## src/hdl/reg_map_pkg.sv

```systemverilog
////////////////////////////////////////////////////////////
// Register map of the host bus. Each block owns a 256-byte
// page and only its first four words are decoded
////////////////////////////////////////////////////////////
`default_nettype none

package reg_map_pkg;

    // Decoded block select
    typedef enum logic [1:0] {
        BLK_SP   = 2'd0,
        BLK_CLK  = 2'd1,
        BLK_OSC  = 2'd2,
        BLK_NONE = 2'd3
    } blk_e;

    // Block base addresses, address bits 11:8 pick the page
    localparam logic [11:0] SP_BASE  = 12'h000;
    localparam logic [11:0] CLK_BASE = 12'h100;
    localparam logic [11:0] OSC_BASE = 12'h200;

    // Scratch-pad block
    localparam logic [11:0] SP_VERSION = 12'h000;
    localparam logic [11:0] SP_ID      = 12'h004;
    localparam logic [11:0] SP_DATE    = 12'h008;
    localparam logic [11:0] SP_SCRATCH = 12'h00C;

    // Pulse generator block
    localparam logic [11:0] CLK_DIV_TICK = 12'h000;
    localparam logic [11:0] CLK_DIV_LED  = 12'h004;

    // Oscillator counter block
    localparam logic [11:0] OSC_CTRL   = 12'h000;
    localparam logic [11:0] OSC_STATUS = 12'h004;
    localparam logic [11:0] OSC_PERIOD = 12'h008;

    localparam int DIV_W    = 16;
    localparam int PERIOD_W = 24;

    localparam logic [31:0] BAD_ADDR_DATA = 32'hDEAD_BEEF;

endpackage

`default_nettype wire

```

## src/hdl/opb_pkg.sv

```systemverilog
////////////////////////////////////////////////////////////
// Host bus types. Single-cycle request, no back-pressure
////////////////////////////////////////////////////////////
`default_nettype none

package opb_pkg;

    import reg_map_pkg::blk_e;

    localparam int OPB_ADDR_W = 12;
    localparam int OPB_DATA_W = 32;

    typedef enum logic [1:0] {
        OPB_NOP   = 2'd0,
        OPB_READ  = 2'd1,
        OPB_WRITE = 2'd2
    } opb_op_e;

    // Request as driven by the host
    typedef struct packed {
        opb_op_e                 op;
        logic [OPB_ADDR_W-1:0]   addr;
        logic [OPB_DATA_W-1:0]   wdata;
    } opb_req_t;

    // Registered request after address decode
    typedef struct packed {
        opb_op_e                 op;
        blk_e                    blk;
        logic [1:0]              reg_idx;
        logic [OPB_DATA_W-1:0]   wdata;
    } opb_dec_t;

    typedef struct packed {
        logic                    valid;
        logic [OPB_DATA_W-1:0]   data;
    } opb_rsp_t;

endpackage

`default_nettype wire

```

## src/hdl/opb_decode.sv

```systemverilog
////////////////////////////////////////////////////////////
// Address bits 7:4 must be zero, otherwise the access maps
// to no block. Bits 1:0 are ignored
////////////////////////////////////////////////////////////
`default_nettype none

module opb_decode (
    input  logic               clk_100m,
    input  logic               rst,
    input  opb_pkg::opb_req_t  req,
    output opb_pkg::opb_dec_t  dec
);

    import opb_pkg::*;
    import reg_map_pkg::*;

    blk_e                   blk_d;
    opb_op_e                op_q;
    blk_e                   blk_q;
    logic [1:0]             reg_idx_q;
    logic [OPB_DATA_W-1:0]  wdata_q;

    // Page lookup
    always_comb begin
        blk_d = BLK_NONE;
        if (req.addr[7:4] == 4'h0) begin
            if (req.addr[11:8] == SP_BASE[11:8]) begin
                blk_d = BLK_SP;
            end else if (req.addr[11:8] == CLK_BASE[11:8]) begin
                blk_d = BLK_CLK;
            end else if (req.addr[11:8] == OSC_BASE[11:8]) begin
                blk_d = BLK_OSC;
            end
        end
    end

    // Op is the only control field
    always_ff @(posedge clk_100m) begin
        if (rst) begin
            op_q <= OPB_NOP;
        end else begin
            op_q <= req.op;
        end
    end

    always_ff @(posedge clk_100m) begin
        blk_q     <= blk_d;
        reg_idx_q <= req.addr[3:2];
        wdata_q   <= req.wdata;
    end

    assign dec = '{op: op_q, blk: blk_q, reg_idx: reg_idx_q, wdata: wdata_q};

endmodule

`default_nettype wire

```

## src/hdl/scratch_pad.sv

```systemverilog
////////////////////////////////////////////////////////////
// Identification words are fixed at build time
////////////////////////////////////////////////////////////
`default_nettype none

module scratch_pad #(
    parameter logic [31:0] FW_VERSION = 32'h0000_0001,
    parameter logic [31:0] FPGA_ID    = 32'h0000_0050,
    parameter logic [31:0] BUILD_DATE = 32'h0000_0000
) (
    input  logic                            clk_100m,
    input  logic                            rst,
    input  opb_pkg::opb_dec_t               dec,
    output logic [opb_pkg::OPB_DATA_W-1:0]  rd_data
);

    import opb_pkg::*;
    import reg_map_pkg::*;

    logic [OPB_DATA_W-1:0]  scratch_q;
    logic                   wr_scratch;

    assign wr_scratch = (dec.op == OPB_WRITE) && (dec.blk == BLK_SP)
                        && (dec.reg_idx == SP_SCRATCH[3:2]);

    // Only the scratch word is writable
    always_ff @(posedge clk_100m) begin
        if (rst) begin
            scratch_q <= '0;
        end else if (wr_scratch) begin
            scratch_q <= dec.wdata;
        end
    end

    always_comb begin
        case (dec.reg_idx)
            SP_VERSION[3:2]: rd_data = FW_VERSION;
            SP_ID[3:2]:      rd_data = FPGA_ID;
            SP_DATE[3:2]:    rd_data = BUILD_DATE;
            SP_SCRATCH[3:2]: rd_data = scratch_q;
            default:         rd_data = BAD_ADDR_DATA;
        endcase
    end

endmodule

`default_nettype wire

```

## src/hdl/pulse_gen.sv

```systemverilog
////////////////////////////////////////////////////////////
// A divider of zero gives a period of 65536. Writing either
// divider restarts both counters, the LED level is kept
////////////////////////////////////////////////////////////
`default_nettype none

module pulse_gen #(
    parameter logic [reg_map_pkg::DIV_W-1:0] DIV_TICK_RESET = 16'd50000,
    parameter logic [reg_map_pkg::DIV_W-1:0] DIV_LED_RESET  = 16'd1000
) (
    input  logic                            clk_100m,
    input  logic                            rst,
    input  opb_pkg::opb_dec_t               dec,
    output logic [opb_pkg::OPB_DATA_W-1:0]  rd_data,
    output logic                            tick,
    output logic                            led
);

    import opb_pkg::*;
    import reg_map_pkg::*;

    logic [DIV_W-1:0]  div_tick_q;
    logic [DIV_W-1:0]  div_led_q;
    logic [DIV_W-1:0]  cyc_cnt;
    logic [DIV_W-1:0]  tick_cnt;
    logic              wr_en;
    logic              wr_tick;
    logic              wr_led;
    logic              cyc_end;
    logic              led_end;

    assign wr_en   = (dec.op == OPB_WRITE) && (dec.blk == BLK_CLK);
    assign wr_tick = wr_en && (dec.reg_idx == CLK_DIV_TICK[3:2]);
    assign wr_led  = wr_en && (dec.reg_idx == CLK_DIV_LED[3:2]);

    // Terminal counts
    assign cyc_end = (cyc_cnt == div_tick_q - DIV_W'(1));
    assign led_end = (tick_cnt == div_led_q - DIV_W'(1));

    always_ff @(posedge clk_100m) begin
        if (rst) begin
            div_tick_q <= DIV_TICK_RESET;
            div_led_q  <= DIV_LED_RESET;
        end else begin
            if (wr_tick) begin
                div_tick_q <= dec.wdata[DIV_W-1:0];
            end
            if (wr_led) begin
                div_led_q <= dec.wdata[DIV_W-1:0];
            end
        end
    end

    ////////////////////////////////////////////////////////////
    // Tick and LED counters
    ////////////////////////////////////////////////////////////
    always_ff @(posedge clk_100m) begin
        if (rst) begin
            cyc_cnt  <= '0;
            tick_cnt <= '0;
            tick     <= 1'b0;
            led      <= 1'b0;
        end else if (wr_tick || wr_led) begin
            cyc_cnt  <= '0;
            tick_cnt <= '0;
            tick     <= 1'b0;
        end else begin
            tick <= cyc_end;
            if (cyc_end) begin
                cyc_cnt <= '0;
                // LED flips together with the last tick of a group
                if (led_end) begin
                    tick_cnt <= '0;
                    led      <= ~led;
                end else begin
                    tick_cnt <= tick_cnt + DIV_W'(1);
                end
            end else begin
                cyc_cnt <= cyc_cnt + DIV_W'(1);
            end
        end
    end

    always_comb begin
        case (dec.reg_idx)
            CLK_DIV_TICK[3:2]: rd_data = OPB_DATA_W'(div_tick_q);
            CLK_DIV_LED[3:2]:  rd_data = OPB_DATA_W'(div_led_q);
            default:           rd_data = BAD_ADDR_DATA;
        endcase
    end

endmodule

`default_nettype wire

```

## src/hdl/osc_counter.sv

```systemverilog
////////////////////////////////////////////////////////////
// Ref clock must be slower than half of clk_100m. Counts
// saturate at the top of PERIOD_W, a new start restarts
////////////////////////////////////////////////////////////
`default_nettype none

module osc_counter #(
    parameter int SYNC_STAGES = 2
) (
    input  logic                            clk_100m,
    input  logic                            rst,
    input  opb_pkg::opb_dec_t               dec,
    input  logic                            ref_clk,
    output logic [opb_pkg::OPB_DATA_W-1:0]  rd_data
);

    import opb_pkg::*;
    import reg_map_pkg::*;

    typedef enum logic [1:0] {
        OSC_IDLE,
        OSC_WAIT_EDGE,
        OSC_COUNT,
        OSC_DONE
    } osc_state_e;

    osc_state_e           state;
    logic [SYNC_STAGES:0] sync_q;
    logic                 ref_rise;
    logic                 start;
    logic [PERIOD_W-1:0]  cnt;
    logic [PERIOD_W-1:0]  period_q;

    assign start = (dec.op == OPB_WRITE) && (dec.blk == BLK_OSC)
                   && (dec.reg_idx == OSC_CTRL[3:2]) && dec.wdata[0];

    // Synchronizer plus one stage for edge detect
    always_ff @(posedge clk_100m) begin
        if (rst) begin
            sync_q <= '0;
        end else begin
            sync_q <= {sync_q[SYNC_STAGES-1:0], ref_clk};
        end
    end

    assign ref_rise = sync_q[SYNC_STAGES-1] & ~sync_q[SYNC_STAGES];

    ////////////////////////////////////////////////////////////
    // Measurement FSM
    ////////////////////////////////////////////////////////////
    always_ff @(posedge clk_100m) begin
        if (rst) begin
            state    <= OSC_IDLE;
            period_q <= '0;
        end else if (start) begin
            state <= OSC_WAIT_EDGE;
        end else begin
            case (state)
                OSC_WAIT_EDGE: if (ref_rise) state <= OSC_COUNT;
                OSC_COUNT: begin
                    if (ref_rise) begin
                        period_q <= cnt;
                        state    <= OSC_DONE;
                    end
                end
                default: state <= state;
            endcase
        end
    end

    // Cycle count since the first edge
    always_ff @(posedge clk_100m) begin
        if (state == OSC_WAIT_EDGE) begin
            cnt <= PERIOD_W'(1);
        end else if (state == OSC_COUNT && cnt != '1) begin
            cnt <= cnt + PERIOD_W'(1);
        end
    end

    always_comb begin
        case (dec.reg_idx)
            OSC_CTRL[3:2]:   rd_data = OPB_DATA_W'(state == OSC_WAIT_EDGE || state == OSC_COUNT);
            OSC_STATUS[3:2]: rd_data = OPB_DATA_W'(state == OSC_DONE);
            OSC_PERIOD[3:2]: rd_data = OPB_DATA_W'(period_q);
            default:         rd_data = BAD_ADDR_DATA;
        endcase
    end

endmodule

`default_nettype wire

```

## src/hdl/opb_read_mux.sv

```systemverilog
////////////////////////////////////////////////////////////
// Response data only updates on reads
////////////////////////////////////////////////////////////
`default_nettype none

module opb_read_mux (
    input  logic                            clk_100m,
    input  logic                            rst,
    input  opb_pkg::opb_dec_t               dec,
    input  logic [opb_pkg::OPB_DATA_W-1:0]  sp_data,
    input  logic [opb_pkg::OPB_DATA_W-1:0]  clk_data,
    input  logic [opb_pkg::OPB_DATA_W-1:0]  osc_data,
    output opb_pkg::opb_rsp_t               rsp
);

    import opb_pkg::*;
    import reg_map_pkg::*;

    logic [OPB_DATA_W-1:0]  sel_data;
    logic [OPB_DATA_W-1:0]  data_q;
    logic                   valid_q;

    always_comb begin
        case (dec.blk)
            BLK_SP:  sel_data = sp_data;
            BLK_CLK: sel_data = clk_data;
            BLK_OSC: sel_data = osc_data;
            default: sel_data = BAD_ADDR_DATA;
        endcase
    end

    always_ff @(posedge clk_100m) begin
        if (rst) begin
            valid_q <= 1'b0;
        end else begin
            valid_q <= (dec.op == OPB_READ);
        end
    end

    always_ff @(posedge clk_100m) begin
        if (dec.op == OPB_READ) begin
            data_q <= sel_data;
        end
    end

    assign rsp = '{valid: valid_q, data: data_q};

endmodule

`default_nettype wire

```

## src/hdl/top_hw.sv

```systemverilog
////////////////////////////////////////////////////////////
// Single clock domain on clk_100m. Read response arrives
// two cycles after the request
////////////////////////////////////////////////////////////
`default_nettype none

module top_hw #(
    parameter logic [31:0]                   FW_VERSION     = 32'h0000_0001,
    parameter logic [31:0]                   FPGA_ID        = 32'h0000_0050,
    // Packed BCD build date, filled in by the build flow
    parameter logic [31:0]                   BUILD_DATE     = 32'h0000_0000,
    parameter logic [reg_map_pkg::DIV_W-1:0] DIV_TICK_RESET = 16'd50000,
    parameter logic [reg_map_pkg::DIV_W-1:0] DIV_LED_RESET  = 16'd1000,
    parameter int                            SYNC_STAGES    = 2
) (
    input  logic               clk_100m,
    input  logic               rst,
    input  opb_pkg::opb_req_t  opb_req,
    output opb_pkg::opb_rsp_t  opb_rsp,
    input  logic               ref_clk_in,
    output logic               clkout_2khz,
    output logic               stat_led
);

    import opb_pkg::*;

    opb_dec_t               dec;
    logic [OPB_DATA_W-1:0]  sp_data;
    logic [OPB_DATA_W-1:0]  clk_data;
    logic [OPB_DATA_W-1:0]  osc_data;

    // Decode
    opb_decode u_opb_decode (
        .clk_100m (clk_100m),
        .rst      (rst),
        .req      (opb_req),
        .dec      (dec)
    );

    ////////////////////////////////////////////////////////////
    // Register blocks
    ////////////////////////////////////////////////////////////
    scratch_pad #(
        .FW_VERSION (FW_VERSION),
        .FPGA_ID    (FPGA_ID),
        .BUILD_DATE (BUILD_DATE)
    ) u_scratch_pad (
        .clk_100m (clk_100m),
        .rst      (rst),
        .dec      (dec),
        .rd_data  (sp_data)
    );

    pulse_gen #(
        .DIV_TICK_RESET (DIV_TICK_RESET),
        .DIV_LED_RESET  (DIV_LED_RESET)
    ) u_pulse_gen (
        .clk_100m (clk_100m),
        .rst      (rst),
        .dec      (dec),
        .rd_data  (clk_data),
        .tick     (clkout_2khz),
        .led      (stat_led)
    );

    osc_counter #(
        .SYNC_STAGES (SYNC_STAGES)
    ) u_osc_counter (
        .clk_100m (clk_100m),
        .rst      (rst),
        .dec      (dec),
        .ref_clk  (ref_clk_in),
        .rd_data  (osc_data)
    );

    // Read-back
    opb_read_mux u_opb_read_mux (
        .clk_100m (clk_100m),
        .rst      (rst),
        .dec      (dec),
        .sp_data  (sp_data),
        .clk_data (clk_data),
        .osc_data (osc_data),
        .rsp      (opb_rsp)
    );

endmodule

`default_nettype wire

```

## config.mk

```make
export PLATFORM = sky130hd
export DESIGN_NAME = top_hw
export DESIGN_NICKNAME = d
export VERILOG_FILES = /design/src/hdl/reg_map_pkg.sv /design/src/hdl/opb_pkg.sv /design/src/hdl/opb_decode.sv /design/src/hdl/scratch_pad.sv /design/src/hdl/pulse_gen.sv /design/src/hdl/osc_counter.sv /design/src/hdl/opb_read_mux.sv /design/src/hdl/top_hw.sv
export SDC_FILE = /design/constraint.sdc
export NUM_CORES = 1
export LEC_CHECK = 0
export BUFFER_PORTS_ARGS = -buffer_cell sky130_fd_sc_hd__buf_2
export CAP_MARGIN = 20
export CELL_PAD_IN_SITES_DETAIL_PLACEMENT = 0
export CELL_PAD_IN_SITES_GLOBAL_PLACEMENT = 2
export CORE_MARGIN = 1.5
export CORE_UTILIZATION = 25
export CTS_CLUSTER_DIAMETER = 200
export DETAILED_ROUTE_END_ITERATION = 12
export GPL_TIMING_DRIVEN = 0
export PLACE_DENSITY = 0.55
export SLEW_MARGIN = 20
export SYNTH_ARGS = -nofsm -noshare
export SYNTH_HDL_FRONTEND = slang
export SYNTH_SLANG_ARGS = --single-unit
```

## constraint.sdc

```tcl
create_clock -name clk_100m -period 5.94 [get_ports clk_100m]
set_input_delay 0.594 -clock clk_100m [delete_from_list [all_inputs] [get_ports clk_100m]]
set_output_delay 0.594 -clock clk_100m [all_outputs]
set_load 0.005 [all_outputs]
```

# ---- Yosys cells after proc, flatten, opt, wreduce, memory -nomap -nowiden
# Index checks and enable logic that the tools add are counted.
dict set report classes {
  addsub 5
  n_eq_ne 19
  n_mux 12
  bitwise_logic 5
  reduce_logical 24
}
# op count
set ops {}
lappend ops {{32-bit one-hot mux with 3 select lines} 2}
lappend ops {{32-bit one-hot mux with 4 select lines} 1}
lappend ops {{32-bit one-hot mux with 2 select lines} 1}
lappend ops {{16-bit by 1-bit adder with 16-bit output (second input constant)} 2}
lappend ops {{16-bit == test} 2}
lappend ops {{16-bit by 1-bit subtractor with 16-bit output (second input constant)} 2}
lappend ops {{24-bit by 1-bit adder with 24-bit output (second input constant)} 1}
lappend ops {{24-bit inequality test (second input constant)} 1}
lappend ops {{16-bit two-way mux} 1}
lappend ops {{2-bit == test (second input constant)} 6}
lappend ops {{3-bit AND reduction} 4}
lappend ops {{1-bit logical AND} 9}
lappend ops {{2-bit by 1-bit == test with 1-bit output (second input constant)} 4}
lappend ops {{4-bit zero test} 2}
lappend ops {{2-bit two-way mux} 4}
lappend ops {{3-bit by 1-bit inequality test with 1-bit output (second input constant)} 2}
lappend ops {{4-bit by 1-bit == test with 1-bit output (second input constant)} 1}
lappend ops {{4-bit by 2-bit == test with 1-bit output (second input constant)} 1}
lappend ops {{2-bit zero test} 2}
lappend ops {{2-bit by 1-bit inequality test with 1-bit output (second input constant)} 2}
lappend ops {{1-bit inverter} 4}
lappend ops {{2-bit one-hot mux with 2 select lines} 1}
lappend ops {{2-bit OR reduction} 2}
lappend ops {{3-bit nonzero test} 1}
lappend ops {{other kinds (5)} 7}
dict set report word_totals {
  register_bits 222
  in_bits 49
  out_inout_bits 35
  word_cells 83
}

# ---- Logic depth before layout (Yosys ltp)
dict set report logic_depth {
  depth_word 6
  depth_mapped 11
  depth_no_buf 9
}

# ---- By module
# A second synthesis with hierarchy kept.
dict set report unflattened {
  hier_cells 1186
  hier_area_um2 11431.0
}
# mod n_inst cells_per_inst area_each_um2 seq_area_each_um2
set by_module_without_submodules {}
lappend by_module_without_submodules {pulse_gen 1 564 4494.3 1321.3}
lappend by_module_without_submodules {osc_counter 1 281 2563.7 1061.0}
lappend by_module_without_submodules {opb_read_mux 1 114 1859.3 980.9}
lappend by_module_without_submodules {scratch_pad 1 182 1710.4 640.6}
lappend by_module_without_submodules {opb_decode 1 45 803.3 760.7}

# ---- Least setup slack after synthesis
# OpenSTA, ideal clock, no wires.
dict set report synth_timing {
  path_type {register to register}
  startpoint {reg u_pulse_gen.div_tick_q[0]}
  endpoint {reg u_pulse_gen.tick_cnt[10]}
  setup_ns 0.070
  arrival_time_ns 2.538
  required_time_ns 5.870
  slack_ns 3.332
  path_stages_with_launch 11
  n_path_buf 1
  synth_period_minus_slack_ns 2.608
  cell_sequence {dfxtp_1 inv_1 ha_1 o21ba_2 a221oi_1 a41oi_1 nor4_1 nand2_1 clkbuf_1 or4_1 a21oi_1}
}
dict set report synth_between {
  elab_chain_cells 2
}
# element line
set synth_rtl {}
lappend synth_rtl {{from (decl)} pulse_gen.sv:22} ;# logic [DIV_W-1:0] div_tick_q;
lappend synth_rtl {{from (signal assigned)} pulse_gen.sv:46} ;# div_tick_q <= dec.wdata[DIV_W-1:0];
lappend synth_rtl {{16-bit by 1-bit subtractor with 16-bit output} pulse_gen.sv:37} ;# assign cyc_end = (cyc_cnt == div_tick_q - DIV_W'(1));
lappend synth_rtl {{16-bit == test} pulse_gen.sv:37}
lappend synth_rtl {{to (signal assigned)} pulse_gen.sv:76} ;# tick_cnt <= tick_cnt + DIV_W'(1);
lappend synth_rtl {{to (decl)} pulse_gen.sv:25} ;# logic [DIV_W-1:0] tick_cnt;
# No other way between the ends.
# A chain may end at the register's enable or synchronous reset.

# ---- Worst setup path in the final report
dict set report layout_timing {
  startpoint {reg u_pulse_gen.div_tick_q[0]}
  endpoint {reg u_pulse_gen.tick_cnt[15]}
}
# Same word-level chain as after synthesis.

==> flow_summary.html <==
<table>
<tr><th>Metric</th><th>Value</th></tr>
<tr><th colspan="2">Status</th></tr>
<tr><td>Status</td><td>completed</td></tr>
<tr><th colspan="2">Synthesis</th></tr>
<tr><td>Sequential area share after synthesis</td><td>48.7%</td></tr>
<tr><td>Dominant cell type by area after synthesis</td><td>sky130_fd_sc_hd__dfxtp_1</td></tr>
<tr><td>Most frequently used cell type in the post-synthesis netlist</td><td>sky130_fd_sc_hd__nand2_1</td></tr>
<tr><td>Flip-flop and latch count after synthesis</td><td>222</td></tr>
<tr><td>Cell count after synthesis</td><td>1142</td></tr>
<tr><td>Syn Nets</td><td>1199</td></tr>
<tr><td>Synthesized area</td><td>9790 µm²</td></tr>
<tr><td>Number of synthesized flops with an enable pin</td><td>32</td></tr>
<tr><td>Yosys Warn Count</td><td>0</td></tr>
<tr><td>Top cells by area, synth</td><td>sky130_fd_sc_hd__dfxtp_1 (39%), sky130_fd_sc_hd__edfxtp_1 (9.8%), sky130_fd_sc_hd__nand2_1 (8.9%)</td></tr>
<tr><td>Proportion of register bits with asynchronous set or reset after synthesis</td><td>0%</td></tr>
<tr><td>Avg Cell Area, Syn</td><td>8.57 µm²</td></tr>
<tr><td>Top FF cell, synth</td><td>sky130_fd_sc_hd__dfxtp_1</td></tr>
<tr><td>Area share of the largest cell type after synthesis</td><td>38.9%</td></tr>
<tr><td>Most frequent cells after synthesis</td><td>sky130_fd_sc_hd__nand2_1 (233), sky130_fd_sc_hd__dfxtp_1 (190), sky130_fd_sc_hd__a21oi_1 (135)</td></tr>
<tr><td>Synth cell types</td><td>66</td></tr>
<tr><th colspan="2">Critical path</th></tr>
<tr><td>Setup CP Type</td><td>register to register</td></tr>
<tr><td>Crit start category</td><td>register</td></tr>
<tr><td>Largest fanout on the critical path</td><td>10</td></tr>
<tr><td>Source of the critical timing path</td><td>u_pulse_gen.div_tick_q[0]$_SDFFE_PP0P_</td></tr>
<tr><td>Endpoint type of the worst setup path</td><td>register</td></tr>
<tr><td>Critical Path RT</td><td>6.38 ns</td></tr>
<tr><td>Critical R2R Launch</td><td>u_pulse_gen.div_tick_q[0]$_SDFFE_PP0P_</td></tr>
<tr><td>Arrival time at the worst endpoint</td><td>3.77 ns</td></tr>
<tr><th colspan="2">STA</th></tr>
<tr><td>Final hold violation count</td><td>0</td></tr>
<tr><td>FMAX</td><td>0.300 GHz</td></tr>
<tr><td>Post-route clock period utilization</td><td>56.1%</td></tr>
<tr><td>Final clock skew</td><td>0.0219 ns</td></tr>
<tr><td>Period minus WS final</td><td>3.33 ns</td></tr>
<tr><td>Setup repair after global routing missed its margin</td><td>false</td></tr>
<tr><td>Headroom to the max-slew limit</td><td>35.0%</td></tr>
<tr><td>Number of pins with negative max-slew slack in the final report</td><td>0</td></tr>
<tr><td>Sum of negative setup slack</td><td>0 ns</td></tr>
<tr><td>Final worst slack</td><td>2.61 ns</td></tr>
<tr><td>Final setup viols</td><td>0</td></tr>
<tr><td>Slew at the pin closest to its max-slew limit</td><td>0.972 ns</td></tr>
<tr><th colspan="2">Clock tree</th></tr>
<tr><td>Clock latency of the later-clocked register in the worst-skew pair</td><td>0.58 ns</td></tr>
<tr><td>Cell chosen for the clock root</td><td>sky130_fd_sc_hd__clkbuf_16</td></tr>
<tr><td>Reg clk slew, reported paths</td><td>0.06 ns</td></tr>
<tr><td>CTS tree</td><td>yes</td></tr>
<tr><td>Cts-stage hold buffer count</td><td>0</td></tr>
<tr><td>Cts bufs inserted</td><td>29</td></tr>
<tr><td>CTS sink cnt</td><td>222</td></tr>
<tr><td>Post-CTS setup-driven buffer insertion count</td><td>0</td></tr>
<tr><td>Post-CTS Resized</td><td>0</td></tr>
<tr><td>Max clock buf depth</td><td>3</td></tr>
<tr><td>Total number of H-tree levels</td><td>1</td></tr>
<tr><th colspan="2">Detailed routing</th></tr>
<tr><td>DRC viols</td><td>0</td></tr>
<tr><td>Drt initial violations</td><td>342</td></tr>
<tr><td>ANT nets after route</td><td>0</td></tr>
<tr><td>Iteration count of the initial detailed-routing pass</td><td>4</td></tr>
<tr><td>Total Wirelength</td><td>33800 µm</td></tr>
<tr><td>Number of vias in the routed layout</td><td>8270</td></tr>
<tr><td>Via count normalized by instance count</td><td>4.61</td></tr>
<tr><td>Average wire per standard cell</td><td>18.8 µm</td></tr>
<tr><th colspan="2">Worst hold path</th></tr>
<tr><td>Worst min path class</td><td>input pin to register</td></tr>
<tr><td>Launch instance of the worst min-delay path</td><td>opb_req[14]</td></tr>
<tr><th colspan="2">Placed design</th></tr>
<tr><td>Port Buf Inserts</td><td>80</td></tr>
<tr><td>Worst-case setup slack after placement</td><td>2.53 ns</td></tr>
<tr><td>Detail Placement HPWL</td><td>25300 µm</td></tr>
<tr><td>Global placer's final weighted congestion</td><td>0.765</td></tr>
<tr><td>Cells after DPL</td><td>1741</td></tr>
<tr><td>Area post-placement</td><td>10900 µm²</td></tr>
<tr><th colspan="2">Floorplan</th></tr>
<tr><td>Ports</td><td>84</td></tr>
<tr><td>Chip Width</td><td>201 µm</td></tr>
<tr><td>Area inside the core boundary</td><td>38600 µm²</td></tr>
<tr><td>Std-Cell Rows</td><td>72</td></tr>
<tr><td>Floorplan die area</td><td>40400 µm²</td></tr>
<tr><td>Initial Util</td><td>25.3%</td></tr>
<tr><td>Die Y</td><td>201 µm</td></tr>
<tr><th colspan="2">Cells and area</th></tr>
<tr><td>Fin area</td><td>11800 µm²</td></tr>
<tr><td>Area taken by flip-flops and latches</td><td>4760 µm²</td></tr>
<tr><td>Count of fill cells added during filler insertion</td><td>4166</td></tr>
<tr><td>Non-filler instance count after layout</td><td>1795</td></tr>
<tr><td>Count of inserted antenna diode cells</td><td>0</td></tr>
<tr><td>Nets</td><td>1311</td></tr>
<tr><td>Footprint of the multi-input gates</td><td>4650 µm²</td></tr>
<tr><td>Area Growth Syn to Fin</td><td>21.0%</td></tr>
<tr><td>Fraction of layout cells with a size suffix above 1</td><td>12.1%</td></tr>
<tr><th colspan="2">Global routing</th></tr>
<tr><td>Total grt overflow</td><td>0</td></tr>
<tr><td>Via count of the first global-routing pass</td><td>8152</td></tr>
<tr><td>Wire length of the first global-routing pass</td><td>51200 µm</td></tr>
<tr><td>Maximum number of pins on one net before global-route repair</td><td>23</td></tr>
<tr><td>Number of antenna violations at the first check in global routing</td><td>0</td></tr>
<tr><td>Global Route Usage Sum</td><td>16.5%</td></tr>
<tr><th colspan="2">Flow run</th></tr>
<tr><td>Max Cap Violations</td><td>0</td></tr>
<tr><th colspan="2">Power</th></tr>
<tr><td>Leakage Power</td><td>0.00418 µW</td></tr>
<tr><td>Power Dens Cells</td><td>298 nW/µm²</td></tr>
<tr><td>Worst vdd ir</td><td>223 µV</td></tr>
<tr><td>Overall power consumption</td><td>3530 µW</td></tr>
</table>
-- sequential cells by signal, summed over array words and instances, names as in the netlist --
name and count:
u_opb_read_mux.data_q 32, u_pulse_gen.cyc_cnt 16, u_osc_counter.state 2, u_osc_counter.sync_q 3
u_pulse_gen.led 1, u_pulse_gen.tick 1, u_opb_decode.wdata_q 32, u_pulse_gen.div_led_q 16
u_osc_counter.period_q 24, u_opb_decode.op_q 2, u_osc_counter.cnt 24, u_opb_decode.reg_idx_q 2
u_pulse_gen.div_tick_q 16, u_pulse_gen.tick_cnt 16, u_opb_read_mux.valid_q 1, u_opb_decode.blk_q 2
u_scratch_pad.scratch_q 32
-- placed cells by master (no fill, tap or decap), types with 29 or more instances in the layout --
master	instances
sky130_fd_sc_hd__o21ai_0	32
sky130_fd_sc_hd__nor2_1	70
sky130_fd_sc_hd__xnor2_1	31
sky130_fd_sc_hd__nand3_1	31
sky130_fd_sc_hd__dfxtp_1	190
sky130_fd_sc_hd__edfxtp_1	32
sky130_fd_sc_hd__xor2_1	41
sky130_fd_sc_hd__clkbuf_16	29
sky130_fd_sc_hd__buf_2	87
sky130_fd_sc_hd__nand2_1	233
sky130_fd_sc_hd__a21oi_1	135
sky130_fd_sc_hd__clkbuf_1	70
-- final cells by class --
class,instances,area share (%)
Sequential cell,222,40.2
Multi-Input combinational cell,825,39.3
Clock buffer,44,7.28
Tap cell,518,5.47
Timing Repair Buffer,81,3.55
Buffer,78,2.67
Clock inverter,10,0.993
Inverter,17,0.539
-- logic make-up (layout without fill, tap and decap cells) --
| kind of cell | after synthesis | after routing | synth area share (%) |
|---|---|---|---|
| and+or+nand+nor | 485 | 485 | 23.5 |
| AOI/OAI and AO/OA | 242 | 242 | 14.7 |
| DFF | 222 | 222 | 48.7 |
| muxes | 18 | 18 | 1.85 |
| buffers and inverters | 95 | 230 | 3.89 |
| xor gates and xnor gates | 72 | 72 | 6.44 |
| adders and majority gates | 8 | 8 | 1.02 |
-- through the flow --
step,hold WS (ns),util [%]
3_5_place_dp,0.428,28.1
5_1_grt,0.0797,30.6
3_3_place_gp,0.430,28.0
4_1_cts,0.0688,30.6
6_report,0.111,30.6
2_1_floorplan,0.414,-
-- where the power goes --
part,switching [µW],leakage (µW),internal (µW)
registers,38.3,0.00185,1560
clock network,703,0.000485,1090
logic,89.6,0.00184,54.2
total,831,0.00418,2700
-- worst paths after layout --
kind	end	slack (ns)	cells after the start
setup / recovery	u_pulse_gen.tick_cnt[15]$_SDFFE_PP0P_	2.61	11
setup reg to reg	u_pulse_gen.tick_cnt[15]$_SDFFE_PP0P_	2.61	11
hold reg to reg	u_scratch_pad.scratch_q[20]$_SDFFE_PP0P_	0.43	2
hold / removal	u_opb_decode.wdata_q[14]$_DFF_P_	0.11	1
-- critical path, stage by stage (launching register included) --
cell                       delay, ns
sky130_fd_sc_hd__dfxtp_1        0.52
sky130_fd_sc_hd__inv_1          0.08
sky130_fd_sc_hd__ha_1           0.27
sky130_fd_sc_hd__o21ba_2        0.21
sky130_fd_sc_hd__a221oi_1       0.29
sky130_fd_sc_hd__a41oi_1        0.11
sky130_fd_sc_hd__nor4_1         0.44
sky130_fd_sc_hd__nand2_1        0.28
sky130_fd_sc_hd__clkbuf_1       0.29
sky130_fd_sc_hd__clkbuf_1       0.30
sky130_fd_sc_hd__o31ai_1        0.30
sky130_fd_sc_hd__a21oi_1        0.09
-- routing by layer --
layer / track usage [%] / up-vias / wire length (µm)
met3: 2.34 / 45 / 1180
met4: 5.02 / 0 / 943
met2: 28.6 / 104 / 16400
met1: 21.2 / 3912 / 15300
met5: 0 / - / 0
li1: - / 4209 / -
Power figures use the tool's default switching activity.
